===== src/common/mac_cfg_pkg.sv =====
package mac_cfg_pkg;

    typedef logic [ 7:0] cfg_addr_t;     // register word address.
    typedef logic [31:0] cfg_data_t;
    typedef logic [47:0] station_addr_t;
    typedef logic [15:0] frame_len_t;

    // register map.
    localparam cfg_addr_t REG_REV         = 8'h00;  // read only.
    localparam cfg_addr_t REG_COMMAND     = 8'h02;
    localparam cfg_addr_t REG_MAC_0       = 8'h03;  // station address bits 31:0.
    localparam cfg_addr_t REG_MAC_1       = 8'h04;  // station address bits 47:32.
    localparam cfg_addr_t REG_FRM_LENGTH  = 8'h05;
    localparam cfg_addr_t REG_PAUSE_QUANT = 8'h06;
    localparam cfg_addr_t REG_SCRATCH     = 8'h07;

    // command register fields.
    localparam int CMD_TX_ENA_BIT  = 0;
    localparam int CMD_RX_ENA_BIT  = 1;
    localparam int CMD_PROMISC_BIT = 4;

    localparam cfg_data_t MAC_REV = 32'h0000_0901;

    // boot defaults.
    localparam cfg_data_t     INIT_COMMAND      = 32'h0000_0003;  // tx and rx on.
    localparam station_addr_t INIT_STATION_ADDR = 48'h00_1c_23_17_4a_cb;
    localparam frame_len_t    INIT_FRAME_LEN    = 16'd1518;

    // slave wait states per access.
    localparam int CSR_WAIT  = 3;
    localparam int CSR_CNT_W = $clog2(CSR_WAIT + 1);

    typedef enum logic [1:0] {
        CSR_IDLE,
        CSR_BUSY,
        CSR_DONE,
        CSR_HOLD
    } csr_state_t;

    typedef enum logic [2:0] {
        INIT_WR_CMD,
        INIT_WR_MAC0,
        INIT_WR_MAC1,
        INIT_WR_LEN,
        INIT_RD_REV,
        INIT_WAIT,
        INIT_DONE,
        INIT_FAIL
    } init_state_t;

endpackage

===== src/common/mac_cfg_bus_if.sv =====
interface mac_cfg_bus_if import mac_cfg_pkg::*; ();

    cfg_addr_t mac_addr;
    logic      mac_rd;     // held until wait falls.
    logic      mac_wr;     // held until wait falls.
    cfg_data_t mac_wdata;
    cfg_data_t mac_rdata;
    logic      mac_wait;

    modport master (
        output mac_addr,
        output mac_rd,
        output mac_wr,
        output mac_wdata,
        input  mac_rdata,
        input  mac_wait
    );

    modport slave (
        input  mac_addr,
        input  mac_rd,
        input  mac_wr,
        input  mac_wdata,
        output mac_rdata,
        output mac_wait
    );

endinterface


===== src/common/mac_cfg_cmd_if.sv =====
interface mac_cfg_cmd_if import mac_cfg_pkg::*; ();

    logic      wr;         // one cycle pulse.
    logic      rd;         // one cycle pulse.
    cfg_addr_t addr;
    cfg_data_t wdata;
    logic      rdy;
    cfg_data_t rdata;
    logic      rdata_vld;  // one cycle pulse with rdata.

    modport requester (
        output wr,
        output rd,
        output addr,
        output wdata,
        input  rdy,
        input  rdata,
        input  rdata_vld
    );

    modport bridge (
        input  wr,
        input  rd,
        input  addr,
        input  wdata,
        output rdy,
        output rdata,
        output rdata_vld
    );

endinterface


===== src/verilog/mac_cfg_top.sv =====
module mac_cfg_top import mac_cfg_pkg::*; (
    input  logic          clk,
    input  logic          rst_n,
    input  logic          host_wr,
    input  logic          host_rd,
    input  cfg_addr_t     host_addr,
    input  cfg_data_t     host_wdata,
    output logic          host_rdy,
    output cfg_data_t     host_rdata,
    output logic          host_rdata_vld,
    output logic          init_done,
    output logic          init_error,
    output station_addr_t station_addr,
    output frame_len_t    max_frame_len,
    output logic          tx_ena,
    output logic          rx_ena,
    output logic          promisc
);

    mac_cfg_cmd_if cmd_if ();
    mac_cfg_bus_if bus_if ();

    // boot sequencer, then host pass-through.
    mac_cfg_init u_init (
        .clk            (clk),
        .rst_n          (rst_n),
        .host_wr        (host_wr),
        .host_rd        (host_rd),
        .host_addr      (host_addr),
        .host_wdata     (host_wdata),
        .host_rdy       (host_rdy),
        .host_rdata     (host_rdata),
        .host_rdata_vld (host_rdata_vld),
        .init_done      (init_done),
        .init_error     (init_error),
        .cmd            (cmd_if.requester)
    );

    mac_cfg_if u_bridge (
        .clk   (clk),
        .rst_n (rst_n),
        .cmd   (cmd_if.bridge),
        .bus   (bus_if.master)
    );

    mac_csr u_csr (
        .clk           (clk),
        .rst_n         (rst_n),
        .bus           (bus_if.slave),
        .station_addr  (station_addr),
        .max_frame_len (max_frame_len),
        .tx_ena        (tx_ena),
        .rx_ena        (rx_ena),
        .promisc       (promisc)
    );

endmodule


===== src/verilog/mac_csr.sv =====
module mac_csr import mac_cfg_pkg::*; (
    input  logic          clk,
    input  logic          rst_n,
    mac_cfg_bus_if.slave  bus,
    output station_addr_t station_addr,
    output frame_len_t    max_frame_len,
    output logic          tx_ena,
    output logic          rx_ena,
    output logic          promisc
);

    csr_state_t             state;
    logic [CSR_CNT_W-1:0]   wait_cnt;
    logic                   strobe;
    cfg_data_t              rd_val;

    cfg_data_t              command_reg;
    cfg_data_t              mac0_reg;
    logic [15:0]            mac1_reg;
    frame_len_t             frm_len_reg;
    logic [15:0]            pause_reg;
    cfg_data_t              scratch_reg;

    assign strobe = bus.mac_wr || bus.mac_rd;

    always_ff @(posedge clk or negedge rst_n) begin
        if (!rst_n) begin
            state    <= CSR_IDLE;
            wait_cnt <= '0;
        end else begin
            case (state)
                CSR_IDLE: begin
                    wait_cnt <= '0;
                    if (strobe) state <= CSR_BUSY;
                end
                CSR_BUSY: begin
                    if (wait_cnt == CSR_CNT_W'(CSR_WAIT - 1)) begin
                        state <= CSR_DONE;
                    end else begin
                        wait_cnt <= wait_cnt + 1'b1;
                    end
                end
                CSR_DONE: state <= CSR_HOLD;
                CSR_HOLD: if (!strobe) state <= CSR_IDLE;  // wait for the master to let go.
                default:  state <= CSR_IDLE;
            endcase
        end
    end

    assign bus.mac_wait = (state == CSR_BUSY);

    always_ff @(posedge clk or negedge rst_n) begin
        if (!rst_n) begin
            command_reg <= '0;
            mac0_reg    <= '0;
            mac1_reg    <= '0;
            frm_len_reg <= '0;
            pause_reg   <= '0;
            scratch_reg <= '0;
        end else if (state == CSR_DONE && bus.mac_wr) begin
            case (bus.mac_addr)
                REG_COMMAND:     command_reg <= bus.mac_wdata;
                REG_MAC_0:       mac0_reg    <= bus.mac_wdata;
                REG_MAC_1:       mac1_reg    <= bus.mac_wdata[15:0];
                REG_FRM_LENGTH:  frm_len_reg <= bus.mac_wdata[15:0];
                REG_PAUSE_QUANT: pause_reg   <= bus.mac_wdata[15:0];
                REG_SCRATCH:     scratch_reg <= bus.mac_wdata;
                default: ;  // revision and holes are not writable.
            endcase
        end
    end

    always_comb begin
        case (bus.mac_addr)
            REG_REV:         rd_val = MAC_REV;
            REG_COMMAND:     rd_val = command_reg;
            REG_MAC_0:       rd_val = mac0_reg;
            REG_MAC_1:       rd_val = cfg_data_t'(mac1_reg);
            REG_FRM_LENGTH:  rd_val = cfg_data_t'(frm_len_reg);
            REG_PAUSE_QUANT: rd_val = cfg_data_t'(pause_reg);
            REG_SCRATCH:     rd_val = scratch_reg;
            default:         rd_val = '0;
        endcase
    end

    assign bus.mac_rdata = (state == CSR_DONE) ? rd_val : '0;

    assign station_addr  = {mac1_reg, mac0_reg};
    assign max_frame_len = frm_len_reg;
    assign tx_ena        = command_reg[CMD_TX_ENA_BIT];
    assign rx_ena        = command_reg[CMD_RX_ENA_BIT];
    assign promisc       = command_reg[CMD_PROMISC_BIT];

endmodule


===== src/mac_cfg/mac_cfg_init.sv =====
module mac_cfg_init import mac_cfg_pkg::*; (
    input  logic             clk,
    input  logic             rst_n,
    input  logic             host_wr,
    input  logic             host_rd,
    input  cfg_addr_t        host_addr,
    input  cfg_data_t        host_wdata,
    output logic             host_rdy,
    output cfg_data_t        host_rdata,
    output logic             host_rdata_vld,
    output logic             init_done,
    output logic             init_error,
    mac_cfg_cmd_if.requester cmd
);

    init_state_t state;
    init_state_t state_next;

    logic      boot_wr;
    logic      boot_rd;
    cfg_addr_t boot_addr;
    cfg_data_t boot_wdata;

    logic      issue_wr;
    logic      issue_rd;
    cfg_addr_t next_addr;
    cfg_data_t next_wdata;
    logic      host_open;

    assign host_open = (state == INIT_DONE);

    always_comb begin
        state_next = state;
        issue_wr   = 1'b0;
        issue_rd   = 1'b0;
        next_addr  = REG_REV;
        next_wdata = '0;
        case (state)
            INIT_WR_CMD: begin
                next_addr  = REG_COMMAND;
                next_wdata = INIT_COMMAND;
                issue_wr   = cmd.rdy;
                if (cmd.rdy) state_next = INIT_WR_MAC0;
            end
            INIT_WR_MAC0: begin
                next_addr  = REG_MAC_0;
                next_wdata = INIT_STATION_ADDR[31:0];
                issue_wr   = cmd.rdy;
                if (cmd.rdy) state_next = INIT_WR_MAC1;
            end
            INIT_WR_MAC1: begin
                next_addr  = REG_MAC_1;
                next_wdata = {16'h0000, INIT_STATION_ADDR[47:32]};
                issue_wr   = cmd.rdy;
                if (cmd.rdy) state_next = INIT_WR_LEN;
            end
            INIT_WR_LEN: begin
                next_addr  = REG_FRM_LENGTH;
                next_wdata = cfg_data_t'(INIT_FRAME_LEN);
                issue_wr   = cmd.rdy;
                if (cmd.rdy) state_next = INIT_RD_REV;
            end
            INIT_RD_REV: begin
                issue_rd = cmd.rdy;  // next_addr already points at REG_REV.
                if (cmd.rdy) state_next = INIT_WAIT;
            end
            INIT_WAIT: begin
                if (cmd.rdata_vld) begin
                    state_next = (cmd.rdata == MAC_REV) ? INIT_DONE : INIT_FAIL;
                end
            end
            default: ;  // done and fail are terminal.
        endcase
    end

    always_ff @(posedge clk or negedge rst_n) begin
        if (!rst_n) begin
            state   <= INIT_WR_CMD;
            boot_wr <= 1'b0;
            boot_rd <= 1'b0;
        end else begin
            state   <= state_next;
            boot_wr <= issue_wr;
            boot_rd <= issue_rd;
        end
    end

    always_ff @(posedge clk) begin
        if (issue_wr || issue_rd) begin
            boot_addr  <= next_addr;
            boot_wdata <= next_wdata;
        end
    end

    // host owns the bridge only after a good boot.
    assign cmd.wr    = host_open ? host_wr    : boot_wr;
    assign cmd.rd    = host_open ? host_rd    : boot_rd;
    assign cmd.addr  = host_open ? host_addr  : boot_addr;
    assign cmd.wdata = host_open ? host_wdata : boot_wdata;

    assign host_rdy       = host_open && cmd.rdy;
    assign host_rdata     = cmd.rdata;
    assign host_rdata_vld = host_open && cmd.rdata_vld;

    assign init_done  = (state == INIT_DONE);
    assign init_error = (state == INIT_FAIL);

endmodule


===== src/mac_cfg/mac_cfg_if.sv =====
module mac_cfg_if (
    input  logic          clk,
    input  logic          rst_n,
    mac_cfg_cmd_if.bridge cmd,
    mac_cfg_bus_if.master bus
);

    logic mac_wait_ff;
    logic finish;

    always_ff @(posedge clk or negedge rst_n) begin
        if (!rst_n) begin
            mac_wait_ff <= 1'b0;
        end else begin
            mac_wait_ff <= bus.mac_wait;
        end
    end

    // access ends on the falling edge of wait.
    assign finish = mac_wait_ff && !bus.mac_wait;

    always_ff @(posedge clk or negedge rst_n) begin
        if (!rst_n) begin
            bus.mac_wr <= 1'b0;
        end else if (cmd.wr) begin
            bus.mac_wr <= 1'b1;
        end else if (finish) begin
            bus.mac_wr <= 1'b0;
        end
    end

    always_ff @(posedge clk or negedge rst_n) begin
        if (!rst_n) begin
            bus.mac_rd <= 1'b0;
        end else if (cmd.rd) begin
            bus.mac_rd <= 1'b1;
        end else if (finish) begin
            bus.mac_rd <= 1'b0;
        end
    end

    always_ff @(posedge clk) begin
        if (cmd.wr || cmd.rd) begin
            bus.mac_addr <= cmd.addr;
        end
    end

    always_ff @(posedge clk) begin
        if (cmd.wr) begin
            bus.mac_wdata <= cmd.wdata;
        end
    end

    always_ff @(posedge clk) begin
        if (finish && bus.mac_rd) begin
            cmd.rdata <= bus.mac_rdata;  // slave data is valid while wait is low.
        end
    end

    always_ff @(posedge clk or negedge rst_n) begin
        if (!rst_n) begin
            cmd.rdata_vld <= 1'b0;
        end else begin
            cmd.rdata_vld <= finish && bus.mac_rd;
        end
    end

    // busy from the request pulse until the strobe has dropped.
    always_comb begin
        if (cmd.wr || cmd.rd || bus.mac_wr || bus.mac_rd) begin
            cmd.rdy = 1'b0;
        end else begin
            cmd.rdy = 1'b1;
        end
    end

endmodule


===== config.mk =====
export PLATFORM = sky130hd
export DESIGN_NAME = mac_cfg_top
export DESIGN_NICKNAME = d
export VERILOG_FILES = /design/src/common/mac_cfg_pkg.sv /design/src/common/mac_cfg_bus_if.sv /design/src/common/mac_cfg_cmd_if.sv /design/src/verilog/mac_cfg_top.sv /design/src/verilog/mac_csr.sv /design/src/mac_cfg/mac_cfg_init.sv /design/src/mac_cfg/mac_cfg_if.sv
export SDC_FILE = /design/constraint.sdc
export NUM_CORES = 1
export LEC_CHECK = 0
export ABC_AREA = 1
export BUFFER_PORTS_ARGS = -buffer_cell sky130_fd_sc_hd__buf_2
export CAP_MARGIN = 20
export CORE_MARGIN = 3
export CORE_UTILIZATION = 52
export CTS_CLUSTER_DIAMETER = 120
export DETAILED_ROUTE_END_ITERATION = 6
export PLACE_DENSITY = 0.78
export SKIP_LAST_GASP = 1
export SYNTH_ARGS = -nofsm -noshare
export SYNTH_HDL_FRONTEND = slang
export SYNTH_SLANG_ARGS = --single-unit

===== constraint.sdc =====
create_clock -name clk -period 3.6 [get_ports clk]
set_clock_uncertainty 0.2 [all_clocks]
set_input_delay 0.36 -clock clk [delete_from_list [all_inputs] [get_ports clk]]
set_output_delay 0.36 -clock clk [all_outputs]
set_load 0.02 [all_outputs]

Yosys cells after proc, flatten, opt, wreduce, memory -nomap -nowiden
Cells that the tools add are included.
{"block": "word_totals", "output_inout_bits": 103, "regBits": 269, "word_cells": 104, "in_bits": 44}
{"block": "classes", "muxes": 27, "n_reduce_logical": 28, "n_eq_ne": 28, "n_addsub": 1}
{"cell": "32-bit case mux with 7 select lines", "count": 1}
{"cell": "30-bit case mux with 4 select lines", "count": 1}
{"cell": "32-bit by 12-bit == test with 1-bit output (second input constant)", "count": 1}
{"cell": "8-bit by 3-bit == test with 1-bit output (second input constant)", "count": 4}
{"cell": "32-bit 2-to-1 mux", "count": 1}
{"cell": "3-bit 2-to-1 mux", "count": 6}
{"cell": "3-bit case mux with 6 select lines", "count": 1}
{"cell": "8-bit by 2-bit == test with 1-bit output (second input constant)", "count": 2}
{"cell": "2-bit != test (second input constant)", "count": 7}
{"cell": "2-bit AND reduction", "count": 7}
{"cell": "3-bit == test (second input constant)", "count": 4}
{"cell": "3-bit case mux with 4 select lines", "count": 1}
{"cell": "1-bit 2-to-1 mux", "count": 9}
{"cell": "8-bit logical NOT", "count": 1}
{"cell": "2-bit 2-to-1 mux", "count": 4}
{"cell": "8-bit 2-to-1 mux", "count": 1}
{"cell": "2-bit case mux with 4 select lines", "count": 1}
{"cell": "7-bit AND reduction", "count": 1}
{"cell": "2-bit == test (second input constant)", "count": 3}
{"cell": "3-bit by 2-bit == test with 1-bit output (second input constant)", "count": 2}
{"cell": "2-bit by 1-bit != test with 1-bit output (second input constant)", "count": 3}
{"cell": "2-bit nonzero test", "count": 3}
{"cell": "6-bit nonzero test", "count": 1}
{"cell": "1-bit logical AND", "count": 5}
{"cell": "other kinds (10)", "count": 14}

Depth between registers and ports, before layout
{"block": "logic_depth", "word_depth": 8, "mapped_depth": 10, "mapped_depth_nobuf": 10}

Cells and area by module
A second synthesis with hierarchy kept.
{"block": "unflattened", "hier_cells": 1216, "hier_area_um2": 10745.3}
{"module": "mac_csr", "n_inst": 1, "seq_area_each_um2": 3703.6, "area_per_inst_um2": 6935.4, "cells_each": 878}
{"module": "mac_cfg_if", "n_inst": 1, "seq_area_each_um2": 2262.2, "area_per_inst_um2": 2316.0, "cells_each": 89}
{"module": "mac_cfg_init", "n_inst": 1, "seq_area_each_um2": 365.4, "area_per_inst_um2": 1493.9, "cells_each": 249}

Least setup slack after synthesis
Ideal clock, no wire load.
{"block": "synth_timing", "kind": "register -> register", "startpoint": "register u_csr.state[1]", "endpoint": "register u_bridge.cmd.rdata[0], enable pin", "path_stages_with_launch": 4, "setup_time_ps": 470, "period_less_slack_ps": 3786, "t_required_ps": 2930, "path_buffers": 0, "setup_slack_ps": -186, "t_arrival_ps": 3116, "cell_sequence": "dfrtp_1 inv_1 ha_1 nor3b_1"}
{"block": "synth_between", "elab_chain_cells": 4}
{"item": "from (decl)", "line": "mac_csr.sv:12", "text": "csr_state_t state;"}
{"item": "from (signal assigned)", "line": "mac_csr.sv:28", "text": "state <= CSR_IDLE;"}
{"item": "from (signal assigned)", "line": "mac_csr.sv:34", "text": "if (strobe) state <= CSR_BUSY;"}
{"item": "from (signal assigned)", "line": "mac_csr.sv:38", "text": "state <= CSR_DONE;"}
{"item": "2-bit by 1-bit == test with 1-bit output", "line": "mac_csr.sv:50", "text": "assign bus.mac_wait = (state == CSR_BUSY);"}
{"item": "net bus_if.mac_wait", "line": "mac_cfg_bus_if.sv:8", "text": "logic mac_wait;"}
{"item": "1-bit logical NOT", "line": "mac_cfg_if.sv:20", "text": "assign finish = mac_wait_ff && !bus.mac_wait;"}
{"item": "1-bit logical AND", "line": "mac_cfg_if.sv:20"}
{"item": "1-bit logical AND", "line": "mac_cfg_if.sv:55", "text": "if (finish && bus.mac_rd) begin"}
{"item": "to (signal assigned)", "line": "mac_cfg_if.sv:56", "text": "cmd.rdata <= bus.mac_rdata;"}
{"item": "to (decl)", "line": "mac_cfg_cmd_if.sv:27", "text": "output rdata,"}
The timed path passes the listed nets, and every way through them passes these cells.
A chain may end at the register's enable or synchronous reset.

Final worst setup path
{"block": "layout_timing", "startpoint": "register u_init.state[2]", "endpoint": "output port init_done"}
{"block": "layout_between", "elab_chain_cells": 1}
{"item": "from (decl)", "line": "mac_cfg_init.sv:16", "text": "init_state_t state;"}
{"item": "from (signal assigned)", "line": "mac_cfg_init.sv:82", "text": "state <= state_next;"}
{"item": "3-bit == test", "line": "mac_cfg_init.sv:105", "text": "assign init_done = (state == INIT_DONE);"}
{"item": "to (decl)", "line": "mac_cfg_top.sv:11", "text": "output logic init_done,"}
Every way passes these cells.

==> impl_results.md <==
- Status: complete, no violations
- Final WL: 26.1 mm
- Nets: between 1000 and 1500
- Full die area: ~22000 µm²
- Worst skew pair latency: slightly above 0.5 ns
- Routing usage on met2: between 30% and 40%
- Post-DP Area: about 11000 µm²
- Max incr delay on CP: about 0.6 ns
- Antenna diode count: 0
- Gr ovfl total: 0
- Total core area: 19800 µm²
- Max Cap Violations: 0
- Worst Path Required: roughly 3.0 ns
- Layout cell share with drive strength beyond 1: ~16%
- Largest net degree at the start of global routing: 80
- Min-delay worst type: primary input to register
- Post-cts sizing count: 0
- Initial Util: a little over half
- Initial antenna violation count: 0
- Max Freq: 340 MHz
- Area of the mapped netlist: about 11000 µm²
- Synthesis-stage register bit count: approximately 240
- Inst Count DP: 1533
- Critical path class: register to output pin
- Routed vias: approximately 8500
- Fin. max-slew vios: 0
- CP max-delay cell: dfrtp_1
- Power density over cell area: between 400 and 500 nW/µm²
- CTS sink cnt: 237
- Post-route ant nets: 0
- Post-route cell area: around 13000 µm²
- Post-DP HPWL: 17.3 mm
- Final Cycle Share: between 80% and 90%
- Setup violators final: 0
- Vias in the first global route: approximately 8000
- Final Hold Vio Count: 0
- TritonRoute pass-1 iters: 6
- First-pass GRT wire length: 42.8 mm
- Vias/cell: between 5 and 6
- Post-Syn Instances: 1168
- Cell row count: 51
- Post-CTS setup buffers: 0
- Hold WS: between 0.003 and 0.004 ns
- GRT met1 Usage: between 30 and 40%
- Synth warn: 0
- Clock transition at path regs: 0.06 ns
- Worst-path cell chain: nand3_1 > buf_4 > inv_1 > buf_2
- Wire per inst: between 15 and 20 µm
- GR Util All Layers: between 20% and 30%
- # DRC: 0
- Arrival @ worst endpoint: about 2.4 ns
- Met3 GRT Util: ~5.5%
- Slew Limit Headroom: between 40% and 50%
- Die Wd: about 150 µm
- Distinct cell type count after synthesis: 31
- Routability cong.: 0.880
- CTS tree: yes
- H-Tree Depth: 1
- DR iter-0 viols: ~830
- Mean Syn Cell Area: just over 9 µm²
- Slew @ Worst Pin: between 0.8 and 0.9 ns
- P_leak: 6.36 nW
- Post-layout minimum cycle time: around 2.9 ns
- Max VDD drop: roughly 0.32 mV
- Busiest grt layer: met1
- Sequential share of the synthesized area: approximately three fifths
- Fin Setup TNS: 0 ns
- Cell family with most CP delay: buffers and inverters
- Die Y: around 150 µm
- TritonCTS Buffers: 24
- Crit end category: output pin
- CTS Root Cell: clkbuf_16
- Worst Path Max Fanout: 19
- Finished Layout Cells: between 1500 and 2000
- I/O Pins: ~150
- # hold bufs at CTS: 38
- Area Overhead vs Synth: 18.5%
- Startpoint types: register
- Buf/Inv on CP: 3
- Syn nets: 1222
- RSZ-0062 raised after global routing: no
- IO buf count: roughly 150
- Clk buf depth: 3
==> worst min-delay path, stage by stage <==
cell and delay, ns:
buf_2 0.08, inv_1 0.04, nor2_1 0.10
==> metrics by stage <==
stage / setup slack, ns / util [%] / total power [W]
3_5_place_dp: 0.887 / 57.9 / 0.00289
6_report: 0.657 / 63.5 / 0.00519
3_3_place_gp: 0.888 / 57.9 / 0.00289
5_1_grt: 0.412 / 63.5 / 0.00535
2_1_floorplan: 0.963 / - / 0.00283
4_1_cts: 0.627 / 63.5 / 0.00522
==> logic make-up (layout without fill, tap and decap cells) <==
family,count (synthesis),count (layout),synth area share (%)
buffers and inverters,174,356,7.22
adders and majority gates,10,10,1.18
and+or+nand+nor,586,586,24.3
DFF,237,237,59.7
AOI/OAI and AO/OA,161,161,7.61
==> final cells by class <==
class | count | area, µm²
clock inverters | 12 | 61.3
clock buffers | 32 | 672
well taps | 265 | 332
multi-input cells | 757 | 3520
fillers | 1687 | 7210
inverters | 118 | 443
repair buffers | 194 | 1200
flip-flops and latches | 237 | 6330
==> cells in the mapped netlist, drive strengths merged <==
cell type  number  share of area [%]
a21oi           8               0.38
nand3         118                5.7
and2            2               0.14
nand3b          2               0.14
clkinv          1              0.035
clkbuf         17               0.90
inv           117                4.1
dfrtp         157                 37
o22ai           1              0.059
o21ai         152                7.2
buf            39                2.1
nor3           20               0.94
nor3b           2               0.14
nand4           3               0.18
edfxtp         80                 23
ha             10                1.2
nor2           73                3.6
nand2         366                 14
==> final timing paths <==
check                                      start                        to  slack (ns)  cells after the start
max reg2reg                      u_init.state[0]      u_init.boot_wdata[3]        0.85                      6
min in group asynchronous                  rst_n        u_csr.mac0_reg[30]        0.24                      2
min reg2reg                u_csr.command_reg[28]     u_csr.command_reg[28]        0.28                      2
max in group asynchronous                  rst_n     u_csr.scratch_reg[25]        2.09                      3
max                              u_init.state[2]                 init_done        0.66                      4
min                                 host_addr[4]  u_bridge.bus.mac_addr[4]       0.004                      3
==> power by group <==
part	total (W)	switching (W)	internal (W)
Combinational	0.000101	0.0000523	0.0000482
Sequential	0.00277	0	0.00277
Clock	0.00232	0.00101	0.00131
Total	0.00519	0.00106	0.00413
==> routing by layer <==
metal | vias up | wire, µm
li1 | 4116 | -
met1 | 4008 | 11600
met2 | 340 | 11600
met3 | 31 | 2370
met4 | 0 | 416
met5 | - | 0
==> cells in the final DEF (no fill, tap or decap), types with 3 or more instances in the layout <==
cell	count
nand2_1	357
dfrtp_1	157
buf_2	145
nand3_1	116
inv_1	115
o21ai_0	96
edfxtp_1	80
nor2_1	63
o21ai_1	56
dlygate4sd3_1	38
clkbuf_16	25
nor3_1	20
ha_1	10
clkinv_2	9
buf_4	9
a21oi_1	8
nand2_4	8
nor2_4	5
clkbuf_1	5
nor2_8	4
clkinv_1	3
nand4_1	3
Note: power is estimated with default switching activity, not from simulation.
